<file path="src/periph_pkg.sv">
// ##############################
// Bus structs, address map and
// register offsets
// ##############################

`default_nettype none

package periph_pkg;

  // OBI request and response
  typedef struct packed {
    logic        req;
    logic [31:0] addr;
    logic        we;
    logic [3:0]  be;
    logic [31:0] wdata;
  } obi_req_t;

  typedef struct packed {
    logic        gnt;
    logic        rvalid;
    logic        err;
    logic [31:0] rdata;
  } obi_resp_t;

  // Register bus, valid/ready
  typedef struct packed {
    logic        valid;
    logic        write;
    logic [31:0] addr;
    logic [31:0] wdata;
    logic [3:0]  wstrb;
  } reg_req_t;

  typedef struct packed {
    logic        ready;
    logic        error;
    logic [31:0] rdata;
  } reg_rsp_t;

  // ##############################
  // Address map
  // ##############################
  localparam int unsigned NUM_PERIPH     = 3;
  localparam int unsigned SOC_CTRL_IDX   = 0;
  localparam int unsigned UART_IDX       = 1;
  localparam int unsigned EXT_PERIPH_IDX = 2;

  localparam logic [31:0] SOC_CTRL_BASE   = 32'h2000_0000;
  localparam logic [31:0] UART_BASE       = 32'h2001_0000;
  localparam logic [31:0] EXT_PERIPH_BASE = 32'h2002_0000;
  // 64 KiB per region
  localparam logic [31:0] REGION_MASK     = 32'hFFFF_0000;

  // SoC control offsets
  localparam logic [31:0] SOC_EXIT_VALID_OFS = 32'h0;
  localparam logic [31:0] SOC_EXIT_VALUE_OFS = 32'h4;
  localparam logic [31:0] SOC_SCRATCH_OFS    = 32'h8;

  // UART offsets
  localparam logic [31:0] UART_CTRL_OFS   = 32'h0;
  localparam logic [31:0] UART_STATUS_OFS = 32'h4;
  localparam logic [31:0] UART_TXDATA_OFS = 32'h8;
  localparam logic [31:0] UART_RXDATA_OFS = 32'hC;

  localparam logic [15:0] UART_MIN_DIV = 16'd4;

endpackage

`default_nettype wire

</file>
<file path="src/obi_to_reg.sv">
// ##############################
// OBI to register bus bridge
// ##############################

`default_nettype none

module obi_to_reg (
  input  logic                  clk_i,
  input  logic                  arst_n_i,
  input  periph_pkg::obi_req_t  obi_req_i,
  output periph_pkg::obi_resp_t obi_resp_o,
  output periph_pkg::reg_req_t  reg_req_o,
  input  periph_pkg::reg_rsp_t  reg_rsp_i
);

  logic        grant;
  logic        rvalid_q;
  logic        err_q;
  logic [31:0] rdata_q;

  // Request goes straight onto the register bus
  assign reg_req_o.valid = obi_req_i.req;
  assign reg_req_o.write = obi_req_i.we;
  assign reg_req_o.addr  = obi_req_i.addr;
  assign reg_req_o.wdata = obi_req_i.wdata;
  assign reg_req_o.wstrb = obi_req_i.be;

  // Accepted when the target is ready
  assign grant = obi_req_i.req & reg_rsp_i.ready;

  always_ff @(posedge clk_i or negedge arst_n_i) begin
    if (!arst_n_i) begin
      rvalid_q <= 1'b0;
      err_q    <= 1'b0;
    end else begin
      rvalid_q <= grant;
      err_q    <= grant & reg_rsp_i.error;
    end
  end

  // Write responses carry zero data
  always_ff @(posedge clk_i) begin
    if (grant) begin
      rdata_q <= obi_req_i.we ? 32'h0 : reg_rsp_i.rdata;
    end
  end

  assign obi_resp_o.gnt    = grant;
  assign obi_resp_o.rvalid = rvalid_q;
  assign obi_resp_o.err    = err_q;
  assign obi_resp_o.rdata  = rdata_q;

endmodule

`default_nettype wire

</file>
<file path="src/peripheral_subsystem.sv">
// ##############################
// Peripheral subsystem top level
// ##############################

`default_nettype none

module peripheral_subsystem (
  input  logic                  clk_i,
  input  logic                  arst_n_i,

  input  periph_pkg::obi_req_t  slave_req_i,
  output periph_pkg::obi_resp_t slave_resp_o,

  // SoC control
  output logic                  exit_valid_o,
  output logic [31:0]           exit_value_o,

  // UART
  input  logic                  uart_rx_i,
  output logic                  uart_tx_o,
  output logic                  uart_tx_en_o,
  output logic                  uart_intr_tx_empty_o,
  output logic                  uart_intr_rx_valid_o,

  // External peripheral port
  output periph_pkg::reg_req_t  ext_peripheral_slave_req_o,
  input  periph_pkg::reg_rsp_t  ext_peripheral_slave_resp_i
);

  import periph_pkg::*;

  reg_req_t                  periph_req;
  reg_rsp_t                  periph_rsp;
  reg_req_t [NUM_PERIPH-1:0] periph_slv_req;
  reg_rsp_t [NUM_PERIPH-1:0] periph_slv_rsp;

  assign ext_peripheral_slave_req_o     = periph_slv_req[EXT_PERIPH_IDX];
  assign periph_slv_rsp[EXT_PERIPH_IDX] = ext_peripheral_slave_resp_i;

  obi_to_reg obi_to_reg_i (
    .clk_i,
    .arst_n_i,
    .obi_req_i  (slave_req_i),
    .obi_resp_o (slave_resp_o),
    .reg_req_o  (periph_req),
    .reg_rsp_i  (periph_rsp)
  );

  reg_demux reg_demux_i (
    .in_req_i  (periph_req),
    .in_rsp_o  (periph_rsp),
    .out_req_o (periph_slv_req),
    .out_rsp_i (periph_slv_rsp)
  );

  soc_ctrl soc_ctrl_i (
    .clk_i,
    .arst_n_i,
    .reg_req_i    (periph_slv_req[SOC_CTRL_IDX]),
    .reg_rsp_o    (periph_slv_rsp[SOC_CTRL_IDX]),
    .exit_valid_o,
    .exit_value_o
  );

  uart_lite uart_i (
    .clk_i,
    .arst_n_i,
    .reg_req_i       (periph_slv_req[UART_IDX]),
    .reg_rsp_o       (periph_slv_rsp[UART_IDX]),
    .uart_rx_i,
    .uart_tx_o,
    .uart_tx_en_o,
    .intr_tx_empty_o (uart_intr_tx_empty_o),
    .intr_rx_valid_o (uart_intr_rx_valid_o)
  );

endmodule

`default_nettype wire

</file>
<file path="src/reg_demux.sv">
// ##############################
// Register bus decode and demux
// ##############################

`default_nettype none

module reg_demux (
  input  periph_pkg::reg_req_t                             in_req_i,
  output periph_pkg::reg_rsp_t                             in_rsp_o,
  output periph_pkg::reg_req_t [periph_pkg::NUM_PERIPH-1:0] out_req_o,
  input  periph_pkg::reg_rsp_t [periph_pkg::NUM_PERIPH-1:0] out_rsp_i
);

  import periph_pkg::*;

  logic [31:0]           region;
  logic [NUM_PERIPH-1:0] hit;

  // ##############################
  // Decode
  // ##############################
  assign region = in_req_i.addr & REGION_MASK;

  assign hit[SOC_CTRL_IDX]   = (region == SOC_CTRL_BASE);
  assign hit[UART_IDX]       = (region == UART_BASE);
  assign hit[EXT_PERIPH_IDX] = (region == EXT_PERIPH_BASE);

  // ##############################
  // Steering
  // ##############################
  always_comb begin
    // Unmapped addresses get an immediate error
    in_rsp_o.ready = 1'b1;
    in_rsp_o.error = 1'b1;
    in_rsp_o.rdata = 32'h0;
    for (int unsigned i = 0; i < NUM_PERIPH; i++) begin
      out_req_o[i]       = in_req_i;
      out_req_o[i].valid = in_req_i.valid & hit[i];
      if (hit[i]) begin
        in_rsp_o = out_rsp_i[i];
      end
    end
  end

endmodule

`default_nettype wire

</file>
<file path="src/soc_ctrl.sv">
// ##############################
// SoC control: exit and scratch
// ##############################

`default_nettype none

module soc_ctrl (
  input  logic                 clk_i,
  input  logic                 arst_n_i,
  input  periph_pkg::reg_req_t reg_req_i,
  output periph_pkg::reg_rsp_t reg_rsp_o,
  output logic                 exit_valid_o,
  output logic [31:0]          exit_value_o
);

  import periph_pkg::*;

  logic [31:0] ofs;
  logic        sel_valid;
  logic        sel_value;
  logic        sel_scratch;
  logic        wr;
  logic        exit_valid_q;
  logic [31:0] exit_value_q;
  logic [31:0] scratch_q;

  function automatic logic [31:0] merge_bytes(input logic [31:0] old_word,
                                              input logic [31:0] new_word,
                                              input logic [3:0]  strb);
    logic [31:0] res;
    res = old_word;
    for (int b = 0; b < 4; b++) begin
      if (strb[b]) begin
        res[8*b +: 8] = new_word[8*b +: 8];
      end
    end
    return res;
  endfunction

  assign ofs         = reg_req_i.addr & ~REGION_MASK;
  assign sel_valid   = (ofs == SOC_EXIT_VALID_OFS);
  assign sel_value   = (ofs == SOC_EXIT_VALUE_OFS);
  assign sel_scratch = (ofs == SOC_SCRATCH_OFS);
  assign wr          = reg_req_i.valid & reg_req_i.write;

  always_ff @(posedge clk_i or negedge arst_n_i) begin
    if (!arst_n_i) begin
      exit_valid_q <= 1'b0;
      exit_value_q <= '0;
      scratch_q    <= '0;
    end else if (wr) begin
      if (sel_valid && reg_req_i.wstrb[0]) begin
        exit_valid_q <= reg_req_i.wdata[0];
      end
      if (sel_value) begin
        exit_value_q <= merge_bytes(exit_value_q, reg_req_i.wdata, reg_req_i.wstrb);
      end
      if (sel_scratch) begin
        scratch_q <= merge_bytes(scratch_q, reg_req_i.wdata, reg_req_i.wstrb);
      end
    end
  end

  // Always ready, undefined offsets read zero
  always_comb begin
    reg_rsp_o.ready = 1'b1;
    reg_rsp_o.error = ~(sel_valid | sel_value | sel_scratch);
    reg_rsp_o.rdata = 32'h0;
    if (sel_valid) begin
      reg_rsp_o.rdata = {31'h0, exit_valid_q};
    end else if (sel_value) begin
      reg_rsp_o.rdata = exit_value_q;
    end else if (sel_scratch) begin
      reg_rsp_o.rdata = scratch_q;
    end
  end

  assign exit_valid_o = exit_valid_q;
  assign exit_value_o = exit_value_q;

endmodule

`default_nettype wire

</file>
<file path="src/uart_lite.sv">
// ##############################
// 8N1 UART with register access
// ##############################

`default_nettype none

module uart_lite (
  input  logic                 clk_i,
  input  logic                 arst_n_i,
  input  periph_pkg::reg_req_t reg_req_i,
  output periph_pkg::reg_rsp_t reg_rsp_o,
  input  logic                 uart_rx_i,
  output logic                 uart_tx_o,
  output logic                 uart_tx_en_o,
  output logic                 intr_tx_empty_o,
  output logic                 intr_rx_valid_o
);

  import periph_pkg::*;

  logic [31:0] ofs;
  logic        sel_ctrl;
  logic        sel_status;
  logic        sel_txdata;
  logic        sel_rxdata;
  logic        wr;
  logic        rd_rxdata;
  logic        tx_en_q;
  logic        rx_en_q;
  logic [15:0] div_q;
  logic [15:0] div_eff;
  logic        tx_start;
  logic        tx_tick;
  logic        tx_busy_q;
  logic [9:0]  tx_shift_q;
  logic [15:0] tx_cnt_q;
  logic [3:0]  tx_bit_q;
  logic [2:0]  rx_sync_q;
  logic        rx_start;
  logic        rx_tick;
  logic        rx_done;
  logic        rx_busy_q;
  logic [15:0] rx_cnt_q;
  logic [3:0]  rx_bit_q;
  logic [7:0]  rx_shift_q;
  logic        rx_valid_q;
  logic        rx_ovf_q;
  logic [7:0]  rx_data_q;

  assign ofs        = reg_req_i.addr & ~REGION_MASK;
  assign sel_ctrl   = (ofs == UART_CTRL_OFS);
  assign sel_status = (ofs == UART_STATUS_OFS);
  assign sel_txdata = (ofs == UART_TXDATA_OFS);
  assign sel_rxdata = (ofs == UART_RXDATA_OFS);
  assign wr         = reg_req_i.valid & reg_req_i.write;
  assign rd_rxdata  = reg_req_i.valid & ~reg_req_i.write & sel_rxdata;

  // ##############################
  // Control register
  // ##############################
  always_ff @(posedge clk_i or negedge arst_n_i) begin
    if (!arst_n_i) begin
      tx_en_q <= 1'b0;
      rx_en_q <= 1'b0;
      div_q   <= UART_MIN_DIV;
    end else if (wr && sel_ctrl) begin
      if (reg_req_i.wstrb[0]) begin
        tx_en_q <= reg_req_i.wdata[0];
        rx_en_q <= reg_req_i.wdata[1];
      end
      if (reg_req_i.wstrb[2]) begin
        div_q[7:0] <= reg_req_i.wdata[23:16];
      end
      if (reg_req_i.wstrb[3]) begin
        div_q[15:8] <= reg_req_i.wdata[31:24];
      end
    end
  end

  assign div_eff = (div_q < UART_MIN_DIV) ? UART_MIN_DIV : div_q;

  // ##############################
  // Transmitter
  // ##############################
  assign tx_start = wr & sel_txdata & reg_req_i.wstrb[0] & tx_en_q & ~tx_busy_q;
  assign tx_tick  = tx_busy_q & (tx_cnt_q >= div_eff - 16'd1);

  always_ff @(posedge clk_i or negedge arst_n_i) begin
    if (!arst_n_i) begin
      tx_busy_q <= 1'b0;
      tx_cnt_q  <= '0;
      tx_bit_q  <= '0;
    end else if (tx_start) begin
      tx_busy_q <= 1'b1;
      tx_cnt_q  <= '0;
      tx_bit_q  <= '0;
    end else if (tx_tick) begin
      tx_cnt_q <= '0;
      tx_bit_q <= tx_bit_q + 4'd1;
      // Stop bit done
      if (tx_bit_q == 4'd9) begin
        tx_busy_q <= 1'b0;
      end
    end else if (tx_busy_q) begin
      tx_cnt_q <= tx_cnt_q + 16'd1;
    end
  end

  // Frame is stop, data, start; shifted out LSB first
  always_ff @(posedge clk_i) begin
    if (tx_start) begin
      tx_shift_q <= {1'b1, reg_req_i.wdata[7:0], 1'b0};
    end else if (tx_tick) begin
      tx_shift_q <= {1'b1, tx_shift_q[9:1]};
    end
  end

  assign uart_tx_o = tx_busy_q ? tx_shift_q[0] : 1'b1;

  // ##############################
  // Receiver
  // ##############################
  always_ff @(posedge clk_i or negedge arst_n_i) begin
    if (!arst_n_i) begin
      rx_sync_q <= 3'b111;
    end else begin
      rx_sync_q <= {rx_sync_q[1:0], uart_rx_i};
    end
  end

  // Falling edge on the synchronized line
  assign rx_start = rx_en_q & ~rx_busy_q & rx_sync_q[2] & ~rx_sync_q[1];
  assign rx_tick  = rx_busy_q & (rx_cnt_q >= div_eff - 16'd1);
  assign rx_done  = rx_tick & (rx_bit_q == 4'd9) & rx_sync_q[1];

  always_ff @(posedge clk_i or negedge arst_n_i) begin
    if (!arst_n_i) begin
      rx_busy_q <= 1'b0;
      rx_cnt_q  <= '0;
      rx_bit_q  <= '0;
    end else if (rx_start) begin
      // Start half a period in, so ticks land mid-bit
      rx_busy_q <= 1'b1;
      rx_cnt_q  <= {1'b0, div_eff[15:1]};
      rx_bit_q  <= '0;
    end else if (rx_tick) begin
      rx_cnt_q <= '0;
      rx_bit_q <= rx_bit_q + 4'd1;
      // False start or end of frame
      if ((rx_bit_q == 4'd0 && rx_sync_q[1]) || rx_bit_q == 4'd9) begin
        rx_busy_q <= 1'b0;
      end
    end else if (rx_busy_q) begin
      rx_cnt_q <= rx_cnt_q + 16'd1;
    end
  end

  always_ff @(posedge clk_i) begin
    if (rx_tick && rx_bit_q != 4'd0 && rx_bit_q != 4'd9) begin
      rx_shift_q <= {rx_sync_q[1], rx_shift_q[7:1]};
    end
    if (rx_done) begin
      rx_data_q <= rx_shift_q;
    end
  end

  always_ff @(posedge clk_i or negedge arst_n_i) begin
    if (!arst_n_i) begin
      rx_valid_q <= 1'b0;
      rx_ovf_q   <= 1'b0;
    end else begin
      if (rx_done) begin
        rx_valid_q <= 1'b1;
      end else if (rd_rxdata) begin
        rx_valid_q <= 1'b0;
      end
      // New byte over an unread one
      if (rx_done && rx_valid_q && !rd_rxdata) begin
        rx_ovf_q <= 1'b1;
      end else if (wr && sel_status) begin
        rx_ovf_q <= 1'b0;
      end
    end
  end

  // ##############################
  // Register read
  // ##############################
  always_comb begin
    reg_rsp_o.ready = 1'b1;
    reg_rsp_o.error = ~(sel_ctrl | sel_status | sel_txdata | sel_rxdata);
    reg_rsp_o.rdata = 32'h0;
    if (sel_ctrl) begin
      reg_rsp_o.rdata = {div_q, 14'h0, rx_en_q, tx_en_q};
    end else if (sel_status) begin
      reg_rsp_o.rdata = {29'h0, rx_ovf_q, rx_valid_q, tx_busy_q};
    end else if (sel_rxdata) begin
      reg_rsp_o.rdata = {24'h0, rx_data_q};
    end
  end

  assign uart_tx_en_o    = tx_en_q;
  assign intr_tx_empty_o = tx_en_q & ~tx_busy_q;
  assign intr_rx_valid_o = rx_valid_q;

endmodule

`default_nettype wire

</file>
<file path="config.mk">
export PLATFORM = sky130hd
export DESIGN_NAME = peripheral_subsystem
export DESIGN_NICKNAME = d
export VERILOG_FILES = /design/src/periph_pkg.sv /design/src/obi_to_reg.sv /design/src/peripheral_subsystem.sv /design/src/reg_demux.sv /design/src/soc_ctrl.sv /design/src/uart_lite.sv
export SDC_FILE = /design/constraint.sdc
export NUM_CORES = 1
export LEC_CHECK = 0
export CAP_MARGIN = 20
export CELL_PAD_IN_SITES_DETAIL_PLACEMENT = 1
export CELL_PAD_IN_SITES_GLOBAL_PLACEMENT = 2
export CORE_UTILIZATION = 44
export DETAILED_ROUTE_END_ITERATION = 10
export DONT_BUFFER_PORTS = 1
export PLACE_DENSITY_LB_ADDON = 0.2
export RECOVER_POWER = 50
export SETUP_SLACK_MARGIN = 0.15
export SYNTH_ARGS = -nofsm -noshare
export SYNTH_HDL_FRONTEND = slang
export SYNTH_SLANG_ARGS = --single-unit
</file>
<file path="constraint.sdc">
create_clock -name clk_i -period 8.6 [get_ports clk_i]
set_clock_uncertainty 0.15 [all_clocks]
set_input_delay 0.86 -clock clk_i [delete_from_list [all_inputs] [get_ports clk_i]]
set_output_delay 0.86 -clock clk_i [all_outputs]
set_load 0.02 [all_outputs]
</file>
# [After elaboration in Yosys (flattened, before gate mapping)]
# Index checks and enable logic that the tools add are counted.
[op_classes] eq_ne=9 n_reduce_logical=35 n_bitwise=30 addsub=5 muxes=33 order_cmp=3
[op_table] cell="$mux W32" n=5
[op_table] cell="$mux W16" n=7
[op_table] cell="$mux W34" n=2
[op_table] cell="$eq A16 B14 Y1 const B" n=3
[op_table] cell="$mux W33" n=1
[op_table] cell="$add A16 B1 Y16 const B" n=2
[op_table] cell="$eq A16 B4 Y1 const B" n=2
[op_table] cell="$ge A16 B16 Y1" n=2
[op_table] cell="$logic_not A32 Y1" n=1
[op_table] cell="$reduce_and A3 Y1" n=8
[op_table] cell="$and A1 B1 Y1" n=21
[op_table] cell="$mux W9" n=2
[op_table] cell="$eq A16 B3 Y1 const B" n=1
[op_table] cell="$lt A16 B3 Y1 const B" n=1
[op_table] cell="$mux W4" n=4
[op_table] cell="$sub A16 B1 Y16 const B" n=1
[op_table] cell="$reduce_and A2 Y1" n=6
[op_table] cell="$reduce_bool A2 Y1" n=6
[op_table] cell="$mux W1" n=11
[op_table] cell="$add A4 B1 Y4 const B" n=2
[op_table] cell="$eq A4 B4 Y1 const B" n=2
[op_table] cell="$logic_and A1 B1 Y1" n=8
[op_table] cell="$mux W8" n=1
[op_table] cell="$not A1 Y1" n=6
[op_table] cell="other kinds (7)" n=10
[totals] word_cells=144 output_inout_bits=142 reg_bits=189 input_bits=107

# [Depth between registers and ports, before layout]
# Gate-level depths: netlist (run 1).
[logic_depth] depth_word=10 mapped_depth=20 depth_no_buf=16

# [Modules after synthesis]
# A second synthesis (run 1) with hierarchy kept.
[unflattened] hier_cells=1246 hier_area_um2=13017.5
[by_module_without_submodules] mod="uart_lite" n_inst=1 cells_each=533 area_per_inst_um2=5407.7 seq_area_each_um2=2372.3
[by_module_without_submodules] mod="soc_ctrl" n_inst=1 cells_each=201 area_per_inst_um2=3041.7 seq_area_each_um2=1626.6
[by_module_without_submodules] mod="reg_demux" n_inst=1 cells_each=368 area_per_inst_um2=2773.9 seq_area_each_um2=0.0
[by_module_without_submodules] mod="obi_to_reg" n_inst=1 cells_each=144 area_per_inst_um2=1794.2 seq_area_each_um2=1011.0

# [Worst setup path after synthesis (run 1)]
# OpenSTA, ideal clock, no wires.
[synth_path] kind="register -> register" from="reg uart_i.div_q[6]" to="reg uart_i.rx_data_q[0] (enable)" path_buffers=2 t_arrival_ns=4.231 setup_slack_ns=3.942 stages_incl_launch_ff=17 period_less_slack_ns=4.658 cell_sequence="dfrtp_1 -> or4_4 -> nor3_1 -> nand4_1 -> nor2b_1 -> clkbuf_1 -> and3_1 -> clkbuf_1 -> nand2_1 -> xor2_1 -> ha_1 -> a21o_1 -> a211oi_1 -> a21oi_1 -> a2111oi_4 -> a21o_4 -> nor2_1"
[synth_via] elab_chain_len=7
[synth_rtl] element="from (decl)" line_no="uart_lite.sv:30" rtl="logic [15:0] div_q;"
[synth_rtl] element="from (signal assigned)" line_no="uart_lite.sv:72" rtl="div_q[7:0] <= reg_req_i.wdata[23:16];"
[synth_rtl] element="$lt A16 B3 Y1" line_no="uart_lite.sv:80" rtl="assign div_eff = (div_q < UART_MIN_DIV) ? UART_MIN_DIV : div_q;"
[synth_rtl] element="$mux W16 *" line_no="uart_lite.sv:80"
[synth_rtl] element="$sub A16 B1 Y16 *" line_no="uart_lite.sv:133" rtl="assign rx_tick = rx_busy_q & (rx_cnt_q >= div_eff - 16'd1);"
[synth_rtl] element="$ge A16 B16 Y1 *" line_no="uart_lite.sv:133"
[synth_rtl] element="$and A1 B1 Y1 *" line_no="uart_lite.sv:133"
[synth_rtl] element="$and A1 B1 Y1 * (2 in a row)" line_no="uart_lite.sv:134" rtl="assign rx_done = rx_tick & (rx_bit_q == 4'd9) & rx_sync_q[1];"
[synth_rtl] element="net uart_i.rx_done" line_no="uart_lite.sv:41" rtl="logic rx_done;"
[synth_rtl] element="to (signal assigned)" line_no="uart_lite.sv:163" rtl="rx_data_q <= rx_shift_q;"
[synth_rtl] element="to (decl)" line_no="uart_lite.sv:48" rtl="logic [7:0] rx_data_q;"
# The timed path passes the listed nets; every way through them passes the cells marked *.
# A chain may end at the register's enable or synchronous reset.

# [Final worst setup path (run 1)]
[layout_path] from="reg uart_i.div_q[8]" to="reg uart_i.rx_data_q[6] (enable)"
# The elaborated chain is that of the path after synthesis.

==> results_dict.tcl, run 1 <==
set metrics [dict create \
    status "finished clean" \
    insertion_delay_ns 0.44 \
    synth_flop_cell "dfrtp_1" \
    place_ws_ns 3.27 \
    io_pins 249 \
    layout_commonest_cell "dfrtp_1" \
    dieArea_sq_um 24000 \
    synthCells 908 \
    core-area_sq_um 22800 \
    crit_buf_inv 0 \
    drive_gt1_frac 0.176 \
    async_flop_share 0.698 \
    cts_hold_buf 1 \
    dr.pass1.iters 5 \
    clk_pin_slew_worst_paths_ns 0.08 \
    p_per_area_nw_per_um2 167 \
    yosys_warnings 0 \
    n_fill_cell 2394 \
    cts_buffer_depth 2 \
    die_x_um 155 \
    layout_common_cells "dfrtp_1 (128), mux2_2 (82), nor2_1 (64)" \
    yosysTopAreaCell "dfrtp_1" \
    place.detailed.hpwl_um 21000 \
    worstMarginPinSlew_ns 1.11 \
    drv_slew 0 \
    gp_congestion 0.857 \
    hp-class "input port to asynchronous set/reset pin" \
    synthTopCellsByArea "dfrtp_1 (31%), edfxtp_1 (16%), mux2_2 (9.0%)" \
    grt_pass1_wl_um 45100 \
    cts_max_level 4 \
    drc 0 \
    postCtsSetupBuffers 0 \
    hold_viol 0 \
    antenna_found_initial 1 \
    drtAntennaViolNets 0 \
    numCtsBuffers 17 \
    crit_arrival_ns 5.39 \
    grt_overflow 0 \
    rsz0062_at_grt "false" \
    end_kind "flop" \
    drt_iter0_drc 450 \
    cap_violations 0 \
    cp-start-kind "flop" \
    wl_per_cell_um 25.6 \
    path_delay_family "simple AND/OR/NAND/NOR gates" \
    tns_ns 0 \
    required_ns 8.59 \
    slew_headroom 0.262 \
    worstSetupPathType "flop to flop" \
    critPathSlowestCell "a2111oi_4" \
    syn-num-nets 1051 \
    fp-row-count 55 \
    floorplan.initialDensity 0.451 \
    peakVddDrop_v 0.000120 \
    max_stage_delay_ns 0.70 \
    setup_viol 0 \
    ys_seq_elements 189 \
    port_buffers 0 \
    power_leakage_nw 4.46 \
    synth_top_area_frac 0.312 \
    vias 7135 \
    period_share 0.627 \
    cts_sinks 189 \
    nets 965 \
    synth_edf_count 56 \
    critPathMaxFanout 8 \
    grt_usage 0.251 \
    synth_area_sq_um 10300 \
    cts-root-buf "clkbuf_16" \
    wirelength_um 29400 \
    syn2layout_area_growth_pct 3.91 \
    min_period_ns 5.39 \
    crit_chain "or4_4 > nor3_1 > nand4_1 > nand2_1 > ha_1 > nand3_1 > nor4_1 > xnor2_1 > ha_1 > nand3_1 > nor3_1 > a211oi_1 > a21oi_1 > a2111oi_4 > a21o_4 > nor2_1" \
    die_h_um 155 \
    cts_resized 0 \
    setup_ws_ns 3.21 \
    max_freq_ghz 0.185 \
    grt_max_degree 129 \
    ys_types 69 \
    yosysSeqAreaShare 0.488 \
    vias_per_cell 6.21 \
    first_global_vias 7507 \
    cts_tree "built" \
    syn_area_per_cell_sq_um 11.3 \
]
power by group:
group / leakage [nW] / internal [W] / switching, W
combinational: 1.85 / 0.00000412 / 0.0000173
sequential: 2.31 / 0.000933 / 0.0000155
clock: 0.299 / 0.000410 / 0.000405
per-layer routing:
| metal | wire [um] | track usage |
|---|---|---|
| met4 | 790 | 0.0919 |
| met1 | 12700 | 0.319 |
| met5 | 0 | 0 |
| met2 | 14400 | 0.420 |
| met3 | 1530 | 0.0541 |
final cells by class:
| cell class | count | area, sq um | share of cell area |
|---|---|---|---|
| Sequential cell | 189 | 5010 | 0.469 |
| Multi-Input combinational cell | 590 | 4510 | 0.423 |
| Clock buffer | 18 | 450 | 0.0422 |
| Tap cell | 313 | 392 | 0.0367 |
| Clock inverter | 14 | 158 | 0.0148 |
| Timing Repair Buffer | 10 | 95.1 | 0.00891 |
| Inverter | 14 | 52.6 | 0.00492 |
| Antenna cell | 1 | 2.50 | 0.000234 |
through the flow:
step                       util  cells  power, W  hold slack, ns  instance area [sq um]
after floorplan               -    908   0.00102           0.195                  10300
after global placement    0.440   1114  0.000975           0.200                  10000
final                     0.469   1149   0.00178           0.116                  10700
after global routing      0.469   1149   0.00183          0.0899                  10700
after CTS                 0.468   1147   0.00180          0.0891                  10700
after detailed placement  0.440   1114  0.000975           0.204                  10000
synth_stat cells, drive strengths merged (9+ instances only):
master	number
o21ai	16
dfrtp	128
inv	14
o22ai	15
clkbuf	39
nor4	9
nor3	29
nor2	65
a22oi	12
buf	76
mux2i	19
edfxtp	56
ha	36
nand4	11
nand2	60
mux2	84
xor2	18
a222oi	23
a21oi	16
xnor2	21
a22o	38
nand3	26
final timing paths:
kind	start	end	slack [ns]	depth (start not counted)
setup / recovery	uart_i.div_q[8]$_DFFE_PN0P_	uart_i.rx_data_q[6]$_DFFE_PP_	3.21	16
hold / removal	arst_n_i	uart_i.rx_sync_q[1]$_DFF_PN1_	0.12	0
setup reg to reg	uart_i.div_q[8]$_DFFE_PN0P_	uart_i.rx_data_q[6]$_DFFE_PP_	3.21	16
hold reg to reg	uart_i.rx_sync_q[0]$_DFF_PN1_	uart_i.rx_sync_q[1]$_DFF_PN1_	0.22	0
max in group asynchronous	arst_n_i	soc_ctrl_i.exit_value_o[1]$_DFFE_PN0P_	7.50	1
min in group clk_i	uart_i.rx_sync_q[0]$_DFF_PN1_	uart_i.rx_sync_q[1]$_DFF_PN1_	0.22	0
kinds of logic after synthesis:
kind of cell | after synthesis | share of synthesized area
xor gates and xnor gates | 39 | 0.0333
adders and majority gates | 36 | 0.0439
and+or+nand+nor | 253 | 0.123
buffers and inverters | 129 | 0.0747
DFF | 189 | 0.488
AOI/OAI and AO/OA | 159 | 0.126
muxes | 103 | 0.111
flip-flops by register name, summed over array words and instances (netlist names):
register	cells
soc_ctrl_i.scratch_q	32
uart_i.rx_busy_q	1
soc_ctrl_i.exit_value_o	32
uart_i.tx_cnt_q	16
uart_i.tx_busy_q	1
uart_i.rx_data_q	8
uart_i.rx_sync_q	3
uart_i.rx_en_q	1
uart_i.rx_shift_q	8
soc_ctrl_i.exit_valid_o	1
uart_i.intr_rx_valid_o	1
uart_i.tx_bit_q	4
uart_i.uart_tx_en_o	1
obi_to_reg_i.rvalid_q	1
uart_i.rx_ovf_q	1
obi_to_reg_i.err_q	1
obi_to_reg_i.rdata_q	32
uart_i.div_q	16
uart_i.rx_cnt_q	16
uart_i.tx_shift_q	9
uart_i.rx_bit_q	4
(Power assumes the default switching activity.)
==> inputs of run 2 (changes only) <==
Settings changed: CORE_UTILIZATION 44 to 37.
Clock period 8.6 ns to 4.95 ns, I/O delays scaled along.
==> run 2 against run 1 <==
Compared with the run above:
- utilization fell by 6.3 points
- routed wire length rose by 6.4%
- sequential power rose by 74%
- first-iteration DRC count rose by 34%
- sequential share of layout area fell by 1.3 points
- largest cell class unchanged
- cell count rose by 7.2%
- hold slack got worse by 0.071 ns
- via count rose by 2.1%
- setup slack got worse by 2.9 ns
- clock power rose by 77%
- die area rose by 19%
- combinational power rose by 98%
==> results_dict.tcl, run 2 (same netlist as run 1, synthesis figures left out) <==
set metrics [dict create \
    status "finished clean" \
    hold_viol 0 \
    place_ws_ns 0.0547 \
    wl_per_cell_um 25.4 \
    tns_ns 0 \
    max_freq_ghz 0.217 \
    floorplan.initialDensity 0.379 \
    power_leakage_nw 4.59 \
    required_ns 5.00 \
    cts-root-buf "clkbuf_16" \
    setup_viol 0 \
    nets 989 \
    fp-row-count 60 \
    crit_buf_inv 2 \
    vias_per_cell 5.91 \
    worstSetupPathType "flop to flop" \
    crit_arrival_ns 4.66 \
    cts_buffer_depth 2 \
    grt_overflow 0 \
    wirelength_um 31300 \
    seqCellArea_sq_um 5010 \
    peakVddDrop_v 0.000149 \
    drc 0 \
    io_pins 249 \
    clk_pin_slew_worst_paths_ns 0.08 \
    die_h_um 169 \
    cts_sinks 189 \
    hp-class "input port to flop" \
    cts_max_level 4 \
    grt_usage 0.225 \
    cap_violations 0 \
    end_kind "flop" \
    numCtsBuffers 17 \
    cp-start-kind "flop" \
    grt_max_degree 133 \
    placed_area_sq_um 10200 \
    place.detailed.hpwl_um 22900 \
    antenna_found_initial 1 \
    rsz0062_at_grt "false" \
    period_share 0.930 \
    cp_common_cell "buf_4" \
    max_stage_delay_ns 0.53 \
    dr.pass1.iters 6 \
    grt_pass1_wl_um 48100 \
    post-route-util 0.405 \
    drive_gt1_frac 0.203 \
    cts_tree "built" \
    layout_commonest_cell "dfrtp_1" \
    p_per_area_nw_per_um2 285 \
    die_x_um 169 \
    worstMarginPinSlew_ns 1.00 \
    gp_congestion 0.827 \
    n_fill_cell 2861 \
    finish.instance_area_sq_um 11000 \
    core-area_sq_um 27100 \
    path_delay_family "simple AND/OR/NAND/NOR gates" \
    multi_input_area_sq_um 4530 \
    critPathMaxFanout 8 \
    crit_chain "or4_4 > nor3_2 > nand4_1 > nor2b_1 > and3_1 > nand2_1 > xor2_1 > ha_1 > nand3_1 > nor3_1 > a211oi_1 > buf_4 > a21oi_1 > a2111oi_4 > a21o_4 > nor2_1 > buf_4" \
    drtAntennaViolNets 0 \
    port_buffers 0 \
    drv_slew 0 \
    layout_common_cells "dfrtp_1 (127), mux2_2 (82), nor2_1 (64)" \
    insertion_delay_ns 0.44 \
    vias 7282 \
    min_period_ns 4.61 \
    syn2layout_area_growth_pct 6.99 \
    dieArea_sq_um 28400 \
    critPathSlowestCell "or4_4" \
    drt_iter0_drc 604 \
    slew_headroom 0.328 \
    setup_ws_ns 0.344 \
    first_global_vias 7692 \
]
[run 2: changes by cell type in the layout (fill, tap and decap cells not counted), sizes merged]
cell,delta
dlygate4sd3,+2
inv,-1
clkinv,+1
buf,+22
[run 2: what timing repair did]
action                                  in CTS  in global routing
endpoints found under the setup margin      26                 53
cloned                                       0                  0
gates resized for setup                      2                  3
buffers inserted                             2                  3
hold buffers                                 3                  0
pin swaps                                    1                  2
endpoints found under the hold margin      133                  0
[run 2: worst paths after layout]
check	startpoint	end	slack, ns	depth (start not counted)
setup / recovery	uart_i.div_q[7]$_DFFE_PN0P_	uart_i.rx_shift_q[4]$_DFFE_PP_	0.34	17
hold / removal	slave_req_i[29]	soc_ctrl_i.exit_value_o[29]$_DFFE_PN0P_	0.05	1
setup reg to reg	uart_i.div_q[7]$_DFFE_PN0P_	uart_i.rx_shift_q[4]$_DFFE_PP_	0.34	17
hold reg to reg	uart_i.rx_sync_q[0]$_DFF_PN1_	uart_i.rx_sync_q[1]$_DFF_PN1_	0.22	0
max in group asynchronous	arst_n_i	uart_i.div_q[7]$_DFFE_PN0P_	3.46	2
min in group asynchronous	arst_n_i	obi_to_reg_i.err_q$_DFF_PN0_	0.55	2
[run 2: per-stage QoR]
stage	hold WS, ns	cells	total power (W)
final	0.0452	1232	0.00313
after global routing	0.0265	1232	0.00324
after global placement	0.0553	1189	0.00170
after detailed placement	0.0578	1190	0.00170
after CTS	0.0204	1227	0.00318
after floorplan	0.0494	908	0.00177
[run 2: final cells by class]
cell class,instances,area share
clock inverters,14,0.0164
repair buffers,34,0.0266
clock buffers,18,0.0410
flip-flops and latches,189,0.456
diodes,1,0.000228
well taps,372,0.0424
multi-input cells,590,0.413
inverters,14,0.00478
[run 2: power by group]
group / switching [W] / total [W] / leakage [nW] / internal, W
clock network: 0.000721 / 0.00144 / 0.305 / 0.000722
logic: 0.0000326 / 0.0000424 / 1.98 / 0.00000975
registers: 0.0000281 / 0.00165 / 2.30 / 0.00162
total: 0.000782 / 0.00313 / 4.59 / 0.00235
[run 2: layer usage]
metal | global-route usage | up-vias | wire length, um
li1 | - | 3194 | -
met1 | 0.285 | 3797 | 13300
met2 | 0.381 | 251 | 15600
met3 | 0.0528 | 40 | 1890
met4 | 0.0684 | 0 | 529
met5 | 0 | - | 0
==> inputs of run 3 (changes only) <==
Settings changed: CORE_MARGIN set to 2.
==> run 3 against run 2 <==
Compared with the run above:
- the flow now finishes with violations (max-capacitance violations, max-slew violations)
- die area grew 2.4%
- clock-buffer cell count shrank 1
- critical path depth grew 1
==> results_dict.tcl, run 3 (same netlist as run 1, synthesis figures left out) <==
set metrics [dict create \
    dieArea_sq_um 29100 \
    grt_max_degree 133 \
    layout_common_cells "dfrtp_1 (128), mux2_2 (82), nor2_1 (64)" \
    violations "max-capacitance violations, max-slew violations" \
    hold_depth 1 \
    antennaDiodeCount 0 \
    max_freq_ghz 0.219 \
    grt_overflow 0 \
    status "finished with violations" \
    cp-start-kind "flop" \
    die_x_um 171 \
    cts_tree "built" \
    vias 7229 \
    wl_per_cell_um 25.9 \
    die_h_um 171 \
    crit_arrival_ns 4.61 \
    drt_iter0_drc 463 \
    core-area_sq_um 27100 \
    nets 989 \
    cts_max_level 4 \
    critPathMaxFanout 8 \
    p_per_area_nw_per_um2 288 \
    drtAntennaViolNets 0 \
    met3WireLength_um 1760 \
    timing.rr.end "uart_i.rx_shift_q[7]$_DFFE_PP_" \
    layout_commonest_cell "dfrtp_1" \
    dr.pass1.iters 7 \
    cts_buffer_depth 2 \
    fp-row-count 60 \
    antenna_found_initial 0 \
    vias_per_cell 5.87 \
    syn2layout_area_growth_pct 6.96 \
    hp-class "input port to flop" \
    place.detailed.hpwl_um 23300 \
    period_share 0.924 \
    drv_slew 133 \
    gp_congestion 0.864 \
    wirelength_um 31900 \
    final_cells 1231 \
    peakVddDrop_v 0.000186 \
    io_pins 249 \
    rsz0062_at_grt "false" \
    drive_gt1_frac 0.205 \
    grt_usage 0.221 \
    tns_ns 0 \
    r2r_setup_slack_ns 0.38 \
    hold_viol 0 \
    min_from "slave_req_i[29]" \
    slew_headroom -1.33 \
    port_buffers 0 \
    first_global_vias 7867 \
    cts-root-buf "clkbuf_16" \
    drc 0 \
    dp_cells 1190 \
    required_ns 4.99 \
    setup_viol 0 \
    floorplan.initialDensity 0.379 \
    end_kind "flop" \
    worstSetupPathType "flop to flop" \
    min_period_ns 4.57 \
    numCtsBuffers 17 \
    maxUsedRoutingLayer "met4" \
    finish.instance_area_sq_um 11000 \
    clk_pin_slew_worst_paths_ns 0.09 \
    grt_pass1_wl_um 48500 \
    wl_met1_um 13700 \
    cap_violations 1 \
    rr_worst_depth 18 \
    worstMarginPinSlew_ns 3.49 \
    min_to "soc_ctrl_i.exit_value_o[29]$_DFFE_PN0P_" \
    cts_sinks 189 \
    insertion_delay_ns 0.44 \
    placed_area_sq_um 10200 \
    timing.rr.start "uart_i.div_q[7]$_DFFE_PN0P_" \
    power_leakage_nw 4.59 \
    dr_wl_met2_um 15700 \
]
-- run 3: layout make-up --
class	count	area, sq um
clock buffers	17	425
clock inverters	15	211
fillers	2903	16100
inverters	14	52.6
multi-input cells	590	4550
flip-flops and latches	189	5010
well taps	372	465
repair buffers	34	274
-- run 3: power breakdown --
part	switching, W	internal (W)	leakage, nW
Clock	0.000729	0.000743	0.309
Combinational	0.0000318	0.00000768	1.97
Sequential	0.0000278	0.00162	2.31
-- run 3: worst max path at each step --
stage,startpoint,to,slack (ns),depth (start not counted)
5_1_grt,uart_i.div_q[8]$_DFFE_PN0P_,uart_i.rx_shift_q[7]$_DFFE_PP_,0.15,18
3_3_place_gp,uart_i.div_q[8]$_DFFE_PN0P_,uart_i.rx_shift_q[0]$_DFFE_PP_,0.25,18
6_report,uart_i.div_q[7]$_DFFE_PN0P_,uart_i.rx_shift_q[7]$_DFFE_PP_,0.38,18
2_1_floorplan,uart_i.div_q[6]$_DFFE_PN0P_,uart_i.rx_data_q[0]$_DFFE_PP_,0.29,16
3_5_place_dp,uart_i.div_q[8]$_DFFE_PN0P_,uart_i.rx_data_q[0]$_DFFE_PP_,0.1,18
4_1_cts,uart_i.div_q[8]$_DFFE_PN0P_,uart_i.rx_shift_q[7]$_DFFE_PP_,0.19,18
-- run 3: worst max-delay path, cell delays in order, from the launching register on --
cell       delay [ns]
dfrtp_1          0.49
or4_4            0.55
nor3_2           0.15
nand4_1          0.20
nand2_1          0.14
ha_2             0.23
nand3_1          0.14
nor4_2           0.21
xnor2_1          0.23
ha_1             0.31
nand3_1          0.10
nor3_1           0.08
a211oi_1         0.22
buf_4            0.17
a21oi_1          0.10
a2111oi_4        0.39
a21o_4           0.24
nor2_1           0.07
buf_4            0.17
-- run 3: per-stage QoR --
| stage | total power, W | util | hold WS [ns] | worst slack [ns] |
|---|---|---|---|---|
| finish | 0.00316 | 0.405 | 0.0287 | 0.377 |
| CTS | 0.00320 | 0.403 | 0.00775 | 0.192 |
| global placement | 0.00170 | 0.377 | 0.0609 | 0.250 |
| floorplan | 0.00177 | - | 0.0494 | 0.292 |
| global route | 0.00326 | 0.405 | 0.0132 | 0.152 |
| detailed placement | 0.00170 | 0.378 | 0.0611 | 0.0980 |
-- run 3: what timing repair did --
item,in CTS,in global routing
hold endpoints to repair,133,0
endpoints found under the setup margin,17,70
buffers inserted,0,4
pin swaps,1,2
hold buffers,3,0
gates resized for setup,2,5
cloned,0,0
-- run 3: layer usage --
metal / track usage / up-vias
met2: 0.374 / 232
met4: 0.0665 / 0
met5: 0 / -
met3: 0.0507 / 44
met1: 0.282 / 3766
li1: - / 3187
